<file path="config.mk">
export PLATFORM = sky130hd
export DESIGN_NAME = rename_core
export DESIGN_NICKNAME = d
export VERILOG_FILES = /design/src/core_cfg_pkg.sv /design/src/isa_pkg.sv /design/src/issue_ctrl.sv /design/src/reg_rename_file.sv /design/src/rename_core.sv /design/src/rob_ptr_counter.sv /design/src/rob_queue.sv
export SDC_FILE = /design/constraint.sdc
export NUM_CORES = 2
export LEC_CHECK = 0
export BUFFER_PORTS_ARGS = -buffer_cell sky130_fd_sc_hd__buf_2
export CORE_ASPECT_RATIO = 0.6
export CORE_MARGIN = 2
export CORE_UTILIZATION = 45
export DETAILED_ROUTE_END_ITERATION = 10
export GPL_TIMING_DRIVEN = 1
export HOLD_SLACK_MARGIN = 0.02
export PLACE_DENSITY = 0.67
export SETUP_SLACK_MARGIN = 0.05
export SYNTH_ARGS = -nofsm -noshare
export SYNTH_HDL_FRONTEND = slang
export SYNTH_SLANG_ARGS = --single-unit
</file>
<file path="constraint.sdc">
create_clock -name clk -period 29.4 [get_ports clk]
set_input_delay 5.88 -clock clk [delete_from_list [all_inputs] [get_ports clk]]
set_output_delay 5.88 -clock clk [all_outputs]
set_load 0.02 [all_outputs]
</file>
<file path="src/core_cfg_pkg.sv">
package core_cfg_pkg;

    // Datapath width
    localparam int xlen = 32;

    // Architectural register file
    localparam int reg_count  = 32;
    localparam int reg_name_w = $clog2(reg_count);

    // Reorder buffer geometry
    localparam int rob_depth = 8;
    localparam int rob_idx_w = $clog2(rob_depth);

    // Tag 0 means the value sits in the register file, so one extra bit
    localparam int tag_w = rob_idx_w + 1;

    // Occupancy has to hold 0 up to rob_depth inclusive
    localparam int count_w = rob_idx_w + 1;

    typedef logic [xlen-1:0]       data_t;
    typedef logic [reg_name_w-1:0] reg_name_t;
    typedef logic [tag_w-1:0]      tag_t;
    typedef logic [rob_idx_w-1:0]  rob_idx_t;
    typedef logic [count_w-1:0]    count_t;
    typedef logic [xlen-1:0]       pc_t;
    typedef logic [xlen-1:0]       imm_t;

    localparam count_t rob_full_count = count_t'(rob_depth);

    // Register x0 is hardwired to zero
    localparam reg_name_t reg_zero = '0;

    // No producer pending
    localparam tag_t tag_none = '0;

endpackage

</file>
<file path="src/isa_pkg.sv">
package isa_pkg;

    // Operation class as seen by rename
    localparam int op_w = 3;

    typedef logic [op_w-1:0] op_t;

    localparam op_t op_alu    = 3'd0;
    localparam op_t op_load   = 3'd1;
    localparam op_t op_store  = 3'd2;
    localparam op_t op_branch = 3'd3;
    localparam op_t op_jump   = 3'd4;

    localparam int op_count = 2 ** op_w;

    // Set for each op class that produces a register result
    // Stores and branches carry an rd field but write nothing
    localparam logic [op_count-1:0] op_writes_rd =
        (op_count'(1) << op_alu) |
        (op_count'(1) << op_load) |
        (op_count'(1) << op_jump);

endpackage

</file>
<file path="src/issue_ctrl.sv">
`timescale 1ns/1ps

module issue_ctrl
    import core_cfg_pkg::*;
(
    input  logic   clk,
    input  logic   rst,
    input  logic   dec_valid,
    input  logic   flush,
    input  count_t count,
    input  logic   head_ready,
    output logic   accept,
    output logic   retire,
    output logic   clear,
    output logic   rob_full
);

    typedef enum logic [1:0] {
        st_run,
        st_full,
        st_flush
    } ctrl_state_t;

    ctrl_state_t state;
    ctrl_state_t state_next;

    always_comb begin
        state_next = state;
        case (state)
            st_run: begin
                if (count == rob_full_count && !retire) begin
                    state_next = st_full;
                end
            end
            st_full: begin
                if (retire) begin
                    state_next = st_run; // A slot frees up at this edge
                end
            end
            st_flush: state_next = st_run;
            default:  state_next = st_run;
        endcase
        if (flush) begin
            state_next = st_flush;
        end
    end

    always_ff @(posedge clk) begin
        if (rst) begin
            state <= st_run;
        end else begin
            state <= state_next;
        end
    end

    assign accept   = dec_valid && state == st_run && !flush;
    assign retire   = head_ready && state != st_flush;
    assign clear    = state == st_flush;
    assign rob_full = count == rob_full_count;

    // Decode has no ready, so it must hold off on its own
    a_no_dec_when_full: assert property (@(posedge clk) disable iff (rst)
        dec_valid |-> !rob_full);

endmodule

</file>
<file path="src/reg_rename_file.sv">
`timescale 1ns/1ps

module reg_rename_file
    import core_cfg_pkg::*;
    import isa_pkg::*;
(
    input  logic      clk,
    input  logic      rst,
    input  logic      clear,
    input  logic      accept,
    input  reg_name_t dec_rd,
    input  reg_name_t dec_rs1,
    input  reg_name_t dec_rs2,
    input  op_t       dec_op,
    input  pc_t       dec_pc,
    input  imm_t      dec_imm,
    input  logic      alloc,
    input  tag_t      alloc_tag,
    input  logic      retire,
    input  reg_name_t head_rd,
    input  data_t     head_data,
    input  tag_t      head_tag,
    output logic      disp_valid,
    output reg_name_t disp_rd,
    output tag_t      disp_tag,
    output op_t       disp_op,
    output pc_t       disp_pc,
    output imm_t      disp_imm,
    output data_t     disp_rs1_data,
    output tag_t      disp_rs1_tag,
    output data_t     disp_rs2_data,
    output tag_t      disp_rs2_tag,
    output logic      commit_valid,
    output reg_name_t commit_rd,
    output data_t     commit_data
);

    data_t reg_value [reg_count];
    tag_t  reg_tag   [reg_count];

    // True when the commit at this edge produces the value rs waits for
    function automatic logic commit_hits(input reg_name_t rs);
        return retire && reg_tag[rs] == head_tag;
    endfunction

    function automatic data_t operand_data(input reg_name_t rs);
        if (rs == reg_zero) begin
            return '0;
        end
        if (commit_hits(rs)) begin
            return head_data; // Same-edge bypass
        end
        return reg_value[rs];
    endfunction

    function automatic tag_t operand_tag(input reg_name_t rs);
        if (rs == reg_zero || commit_hits(rs)) begin
            return tag_none;
        end
        return reg_tag[rs];
    endfunction

    always_ff @(posedge clk) begin
        if (rst) begin
            for (int i = 0; i < reg_count; i++) begin
                reg_value[i] <= '0;
                reg_tag[i]   <= tag_none;
            end
        end else begin
            if (retire) begin
                reg_value[head_rd] <= head_data;
            end
            if (clear) begin
                for (int i = 0; i < reg_count; i++) begin
                    reg_tag[i] <= tag_none; // Committed values stay
                end
            end else begin
                // A younger rename of the same register keeps its tag
                if (retire && reg_tag[head_rd] == head_tag &&
                    !(alloc && dec_rd == head_rd)) begin
                    reg_tag[head_rd] <= tag_none;
                end
                if (alloc) begin
                    reg_tag[dec_rd] <= alloc_tag;
                end
            end
        end
    end

    always_ff @(posedge clk) begin
        if (rst) begin
            disp_valid   <= 1'b0;
            commit_valid <= 1'b0;
        end else begin
            disp_valid   <= accept;
            commit_valid <= retire;
        end
    end

    // Operands are read before this instruction's own rename lands
    always_ff @(posedge clk) begin
        if (accept) begin
            disp_rd       <= dec_rd;
            disp_tag      <= alloc ? alloc_tag : tag_none;
            disp_op       <= dec_op;
            disp_pc       <= dec_pc;
            disp_imm      <= dec_imm;
            disp_rs1_data <= operand_data(dec_rs1);
            disp_rs1_tag  <= operand_tag(dec_rs1);
            disp_rs2_data <= operand_data(dec_rs2);
            disp_rs2_tag  <= operand_tag(dec_rs2);
        end
        if (retire) begin
            commit_rd   <= head_rd;
            commit_data <= head_data;
        end
    end

    // A retiring register is still renamed, by this entry or a younger one
    a_retire_renamed: assert property (@(posedge clk) disable iff (rst)
        retire |-> head_rd != reg_zero && reg_tag[head_rd] != tag_none);

endmodule

</file>
<file path="src/rename_core.sv">
`timescale 1ns/1ps

module rename_core
    import core_cfg_pkg::*;
    import isa_pkg::*;
(
    input  logic      clk,
    input  logic      rst,
    input  logic      dec_valid,
    input  reg_name_t dec_rd,
    input  reg_name_t dec_rs1,
    input  reg_name_t dec_rs2,
    input  op_t       dec_op,
    input  pc_t       dec_pc,
    input  imm_t      dec_imm,
    input  logic      wb_valid,
    input  tag_t      wb_tag,
    input  data_t     wb_data,
    input  logic      flush,
    output logic      disp_valid,
    output reg_name_t disp_rd,
    output tag_t      disp_tag,
    output op_t       disp_op,
    output pc_t       disp_pc,
    output imm_t      disp_imm,
    output data_t     disp_rs1_data,
    output tag_t      disp_rs1_tag,
    output data_t     disp_rs2_data,
    output tag_t      disp_rs2_tag,
    output logic      commit_valid,
    output reg_name_t commit_rd,
    output data_t     commit_data,
    output logic      rob_full
);

    logic      accept;
    logic      retire;
    logic      clear;
    logic      alloc;
    logic      head_ready;
    rob_idx_t  head;
    rob_idx_t  tail;
    count_t    count;
    tag_t      alloc_tag;
    tag_t      head_tag;
    reg_name_t head_rd;
    data_t     head_data;

    issue_ctrl u_ctrl (
        .clk        (clk),
        .rst        (rst),
        .dec_valid  (dec_valid),
        .flush      (flush),
        .count      (count),
        .head_ready (head_ready),
        .accept     (accept),
        .retire     (retire),
        .clear      (clear),
        .rob_full   (rob_full)
    );

    rob_ptr_counter u_ptr (
        .clk    (clk),
        .rst    (rst),
        .clear  (clear),
        .alloc  (alloc),
        .retire (retire),
        .head   (head),
        .tail   (tail),
        .count  (count)
    );

    rob_queue u_rob (
        .clk        (clk),
        .rst        (rst),
        .clear      (clear),
        .accept     (accept),
        .dec_rd     (dec_rd),
        .dec_op     (dec_op),
        .head       (head),
        .tail       (tail),
        .wb_valid   (wb_valid),
        .wb_tag     (wb_tag),
        .wb_data    (wb_data),
        .retire     (retire),
        .alloc      (alloc),
        .alloc_tag  (alloc_tag),
        .head_ready (head_ready),
        .head_rd    (head_rd),
        .head_data  (head_data),
        .head_tag   (head_tag)
    );

    reg_rename_file u_rf (
        .clk           (clk),
        .rst           (rst),
        .clear         (clear),
        .accept        (accept),
        .dec_rd        (dec_rd),
        .dec_rs1       (dec_rs1),
        .dec_rs2       (dec_rs2),
        .dec_op        (dec_op),
        .dec_pc        (dec_pc),
        .dec_imm       (dec_imm),
        .alloc         (alloc),
        .alloc_tag     (alloc_tag),
        .retire        (retire),
        .head_rd       (head_rd),
        .head_data     (head_data),
        .head_tag      (head_tag),
        .disp_valid    (disp_valid),
        .disp_rd       (disp_rd),
        .disp_tag      (disp_tag),
        .disp_op       (disp_op),
        .disp_pc       (disp_pc),
        .disp_imm      (disp_imm),
        .disp_rs1_data (disp_rs1_data),
        .disp_rs1_tag  (disp_rs1_tag),
        .disp_rs2_data (disp_rs2_data),
        .disp_rs2_tag  (disp_rs2_tag),
        .commit_valid  (commit_valid),
        .commit_rd     (commit_rd),
        .commit_data   (commit_data)
    );

endmodule

</file>
<file path="src/rob_ptr_counter.sv">
`timescale 1ns/1ps

module rob_ptr_counter
    import core_cfg_pkg::*;
(
    input  logic     clk,
    input  logic     rst,
    input  logic     clear,
    input  logic     alloc,
    input  logic     retire,
    output rob_idx_t head,
    output rob_idx_t tail,
    output count_t   count
);

    always_ff @(posedge clk) begin
        if (rst || clear) begin
            head  <= '0;
            tail  <= '0;
            count <= '0;
        end else begin
            if (alloc) begin
                tail <= tail + rob_idx_t'(1); // Wraps modulo depth
            end
            if (retire) begin
                head <= head + rob_idx_t'(1);
            end
            case ({alloc, retire})
                2'b10:   count <= count + count_t'(1);
                2'b01:   count <= count - count_t'(1);
                default: count <= count; // None, or one in and one out
            endcase
        end
    end

    a_count_bounds: assert property (@(posedge clk) disable iff (rst)
        count <= rob_full_count &&
        !(retire && count == '0) &&
        !(alloc && !retire && count == rob_full_count));

endmodule

</file>
<file path="src/rob_queue.sv">
`timescale 1ns/1ps

module rob_queue
    import core_cfg_pkg::*;
    import isa_pkg::*;
(
    input  logic      clk,
    input  logic      rst,
    input  logic      clear,
    input  logic      accept,
    input  reg_name_t dec_rd,
    input  op_t       dec_op,
    input  rob_idx_t  head,
    input  rob_idx_t  tail,
    input  logic      wb_valid,
    input  tag_t      wb_tag,
    input  data_t     wb_data,
    input  logic      retire,
    output logic      alloc,
    output tag_t      alloc_tag,
    output logic      head_ready,
    output reg_name_t head_rd,
    output data_t     head_data,
    output tag_t      head_tag
);

    logic      entry_valid [rob_depth];
    logic      entry_ready [rob_depth];
    reg_name_t entry_rd    [rob_depth];
    data_t     entry_data  [rob_depth];

    rob_idx_t wb_idx;

    // Only register-writing classes with a real destination take a slot
    assign alloc     = accept && op_writes_rd[dec_op] && dec_rd != reg_zero;
    assign alloc_tag = tag_t'(tail) + tag_t'(1);

    assign wb_idx = rob_idx_t'(wb_tag - tag_t'(1));

    always_ff @(posedge clk) begin
        if (rst || clear) begin
            for (int i = 0; i < rob_depth; i++) begin
                entry_valid[i] <= 1'b0;
                entry_ready[i] <= 1'b0;
            end
        end else begin
            if (wb_valid) begin
                entry_ready[wb_idx] <= 1'b1;
            end
            if (retire) begin
                entry_valid[head] <= 1'b0;
            end
            if (alloc) begin
                entry_valid[tail] <= 1'b1;
                entry_ready[tail] <= 1'b0;
            end
        end
    end

    // Destination and result of each entry
    always_ff @(posedge clk) begin
        if (alloc) begin
            entry_rd[tail] <= dec_rd;
        end
        if (wb_valid) begin
            entry_data[wb_idx] <= wb_data;
        end
    end

    assign head_ready = entry_valid[head] && entry_ready[head];
    assign head_rd    = entry_rd[head];
    assign head_data  = entry_data[head];
    assign head_tag   = tag_t'(head) + tag_t'(1);

    // Execution answers only for in-flight work and only once per tag
    a_wb_tag_live: assert property (@(posedge clk) disable iff (rst)
        wb_valid |-> wb_tag != tag_none && entry_valid[wb_idx] && !entry_ready[wb_idx]);

endmodule

</file>
==> flow_metrics.env <==
export IMPL_seq_area_frac_synth=0.627
export IMPL_crit_buf_inv=3
export IMPL_grt_start_max_net_pins=134
export IMPL_hold_path_class="reg2reg"
export IMPL_hold_end="u_rob.entry_valid[6]$_DFF_P_"
export IMPL_tns_ps=0
export IMPL_arrival_ps=11760
export IMPL_netlist_instances=4950
export IMPL_min_period_ps=11150
export IMPL_initial_core_util=0.453
export IMPL_root_buffer="clkbuf_16"
export IMPL_antenna_left=0
export IMPL_ctsLongestPathBuffers=4
export IMPL_cts_tree="done"
export IMPL_whs_path_depth=2
export IMPL_die_w_um=546
export IMPL_ys_seq_elements=1666
export IMPL_pwr_share_seq=0.518
export IMPL_antenna_found_initial=14
export IMPL_synth_edf_count=1633
export IMPL_h_tree_depth=4
export IMPL_path_max_fanout=104
export IMPL_fin_crit_sh=0.379
export IMPL_clock_skew_ps=50.8
export IMPL_critPathSlowestCell="buf_4"
export IMPL_crit_path_start_kind="input pin"
export IMPL_pwr_share_comb=0.090
export IMPL_port_buffers=309
export IMPL_worst_pin_slew_ps=1370
export IMPL_slew_violations=0
export IMPL_cts_buffers=167
export IMPL_cts_hold_buf=0
export IMPL_rows=119
export IMPL_status="finished, final reports clean"
export IMPL_clock_sinks=1666
export IMPL_io_pins=311
export IMPL_rrSetupSlack_ps=23120
export IMPL_hpwl_mm=146
export IMPL_relSlewSlack=0.0817
export IMPL_leakagePower_nw=30.9
export IMPL_power_per_cell_area_nw_per_um2=59.3
export IMPL_cp_cell_sequence="buf_8 -> buf_12 -> buf_4 -> mux4_2 -> mux4_2 -> mux2i_1 -> xor2_1 -> nor3_1 -> nand3_4 -> a211oi_1"
export IMPL_syn_area_per_cell_um2=16.0
export IMPL_synth_async_reset_ratio=0
export IMPL_via_per_inst=6.57
export IMPL_critical_path_top_delay_family="buffers and inverters"
export IMPL_dieArea_um2=180000
export IMPL_coreArea_um2=175000
export IMPL_switching_share=0.236
export IMPL_syn_area_um2=79300
export IMPL_regToRegEndpoint="u_rf.reg_tag[29][2]$_SDFFCE_PN0P_"
export IMPL_post_cts_buffers=0
export IMPL_wl_per_cell_um=33.4
export IMPL_rsz0062_at_grt="false"
export IMPL_clock_latency_ps=850
export IMPL_intPower_mw=4.03
export IMPL_synth_cell_types=65
export IMPL_grt_pass1_vias=48100
export IMPL_gp_routability_congestion=0.941
export IMPL_whs_ps=484
export IMPL_drive_above_1_share=0.310
export IMPL_fmax_mhz=89.7
export IMPL_grt_usage=0.279
export IMPL_r2r_worst_path_cells=12
export IMPL_drc_errors=0
export IMPL_max_cap_viol_count=0
export IMPL_finalCoreUtilization=0.508
export IMPL_grt_pass1_wl_mm=356
export IMPL_dr_pass1_iters=6
export IMPL_routed_wl_mm=253
export IMPL_area_growth_pct=12.2
export IMPL_synth_ff_type="edfxtp_1"
export IMPL_ir_drop_v=0.0000410
export IMPL_p_clk_frac=0.392
export IMPL_cts_resized=0
export IMPL_crit_path_end_kind="flop"
export IMPL_yosys_warnings=0
export IMPL_slowest_delay_ps=840
export IMPL_via_count=49900
export IMPL_report_final_hold_viol_count=0
export IMPL_grt_overflow=0
export IMPL_finalSetupViolCount=0
export IMPL_switchingPower_mw=1.25
export IMPL_finalNetCount=5249
export IMPL_cpMostUsedCell="mux4_2"
export IMPL_worstSetupPathType="in2reg"
export IMPL_drtIter0Drc=8421
export IMPL_hp_start="u_rob.entry_valid[6]$_DFF_P_"
export IMPL_critPathRequiredTime_ps=30010
export IMPL_dieHeight_um=329
export IMPL_clk_pin_slew_ps=60
## cell type report
class                      count  area, um2
timing repair buffer         462       2800
inverter                      51        194
clock inverter                75        643
antenna                        3       7.51
clock buffer                 208       4430
sequential                  1666      49700
multi-input combinational   2771      28300
tap                         2359       2950
fill                       14300      86300
## metal layers
| layer | global-route usage | vias to the layer above | share of wire | routed length [um] |
|---|---|---|---|---|
| met4 | 0.0753 | 2 | 0.029 | 7310 |
| li1 | - | 19600 | - | - |
| met2 | 0.391 | 4129 | 0.42 | 108000 |
| met1 | 0.405 | 25600 | 0.38 | 95700 |
| met5 | 0 | - | 0.000051 | 13 |
| met3 | 0.112 | 494 | 0.17 | 42800 |
## sequential cells by signal, summed over array words and instances, names as in the netlist, 4 cells and up, named ones only
signal	cells
u_ptr.count	4
u_rf.commit_data	32
u_rf.commit_rd	5
u_rf.disp_imm	32
u_rf.disp_pc	32
u_rf.disp_rd	5
u_rf.disp_rs1_data	32
u_rf.disp_rs1_tag	4
u_rf.disp_rs2_data	32
u_rf.disp_rs2_tag	4
u_rf.disp_tag	4
u_rf.reg_tag	128
u_rf.reg_value	1024
u_rob.entry_data	256
u_rob.entry_rd	40
u_rob.entry_ready	8
u_rob.entry_valid	8
## how the worst max path moves through the flow
stage          slack (ps)                              endpoint  depth (start not counted)  startpoint
2_1_floorplan        4580     u_rf.reg_tag[29][0]$_SDFFCE_PN0P_                          6       flush
3_3_place_gp        17480  u_rf.disp_rs1_data[26]$_SDFFCE_PP0P_                         10  dec_rs1[0]
3_5_place_dp        17530    u_rf.disp_rs1_tag[1]$_SDFFCE_PP0P_                         11  dec_rs1[0]
4_1_cts             18360  u_rf.disp_rs1_data[21]$_SDFFCE_PP0P_                         10  dec_rs1[0]
5_1_grt             17840  u_rf.disp_rs1_data[21]$_SDFFCE_PP0P_                         10  dec_rs1[0]
6_report            18250  u_rf.disp_rs1_data[21]$_SDFFCE_PP0P_                         10  dec_rs1[0]
## cell usage after synthesis (15+ instances only)
master / instances / area, um2
nor3_1: 32 / 160
a21oi_1: 33 / 165
buf_1: 59 / 221
o211ai_2: 30 / 375
buf_2: 45 / 225
mux4_2: 771 / 17400
o21ai_0: 20 / 100
nand2b_1: 41 / 257
o221ai_1: 17 / 149
clkbuf_1: 347 / 1300
edfxtp_1: 1633 / 49000
inv_1: 47 / 176
nand2_1: 138 / 518
mux2i_1: 157 / 1570
a211oi_1: 98 / 736
dfxtp_1: 33 / 661
nor2_1: 1247 / 4680
nor2b_1: 36 / 225
o22ai_1: 15 / 93.8
## cell usage in the layout, fill, tap and decap left out, types with 9 or more instances in the layout
master	count
a221oi_1	10
buf_2	299
clkinvlp_4	11
nand2_2	31
mux4_2	771
mux2i_1	125
nor3_1	25
a211oi_1	98
o221ai_1	17
bufinv_16	9
inv_1	47
buf_4	154
clkinv_1	27
nand2b_1	9
o22ai_1	15
nand2b_4	11
xor2_1	11
dfxtp_1	29
mux2i_4	34
o211ai_2	30
nand2_1	107
nor2_1	1244
nand2b_2	21
clkbuf_16	170
nor2b_1	35
xnor2_1	12
o21ai_0	20
a21oi_1	33
edfxtp_1	1633
clkbuf_1	35
clkinv_2	22
## cells by family after synthesis
kind of cell	Yosys count	share of synthesized area
and+or+nand+nor	1548	0.0781
muxes	934	0.240
AOI/OAI and AO/OA	253	0.0248
buffers and inverters	516	0.0264
other	1	0.0000473
adders and majority gates	7	0.00120
xor gates and xnor gates	25	0.00286
DFF	1666	0.627
## worst register-to-register path, delay by kind of cell (launching register included)
kind            cells  cell delay (ps)
xor+xnor            1              280
buf+inv             3             1420
compound gates      4             1060
simple gates        1              640
flops               1              870
mux                 3             1660
## stage by stage
step / cell area (um2) / total power [mW] / setup WS, ps / cells
final: 89000 / 5.28 / 18250 / 7595
after global routing: 89000 / 5.42 / 17840 / 7593
after global placement: 83900 / 3.24 / 17480 / 7309
after detailed placement: 83900 / 3.25 / 17530 / 7309
after CTS: 89000 / 5.29 / 18360 / 7592
after floorplan: 79300 / 3.07 / 4580 / 4953
## power groups by stage
stage	logic, mW	clock network, mW	registers, mW
after global routing	0.494	2.19	2.74
final	0.477	2.07	2.73
after global placement	0.463	0	2.77
after floorplan	0.287	0	2.78
after detailed placement	0.468	0	2.78
after CTS	0.469	2.09	2.73
No activity file was read; power rests on OpenSTA's default activity.
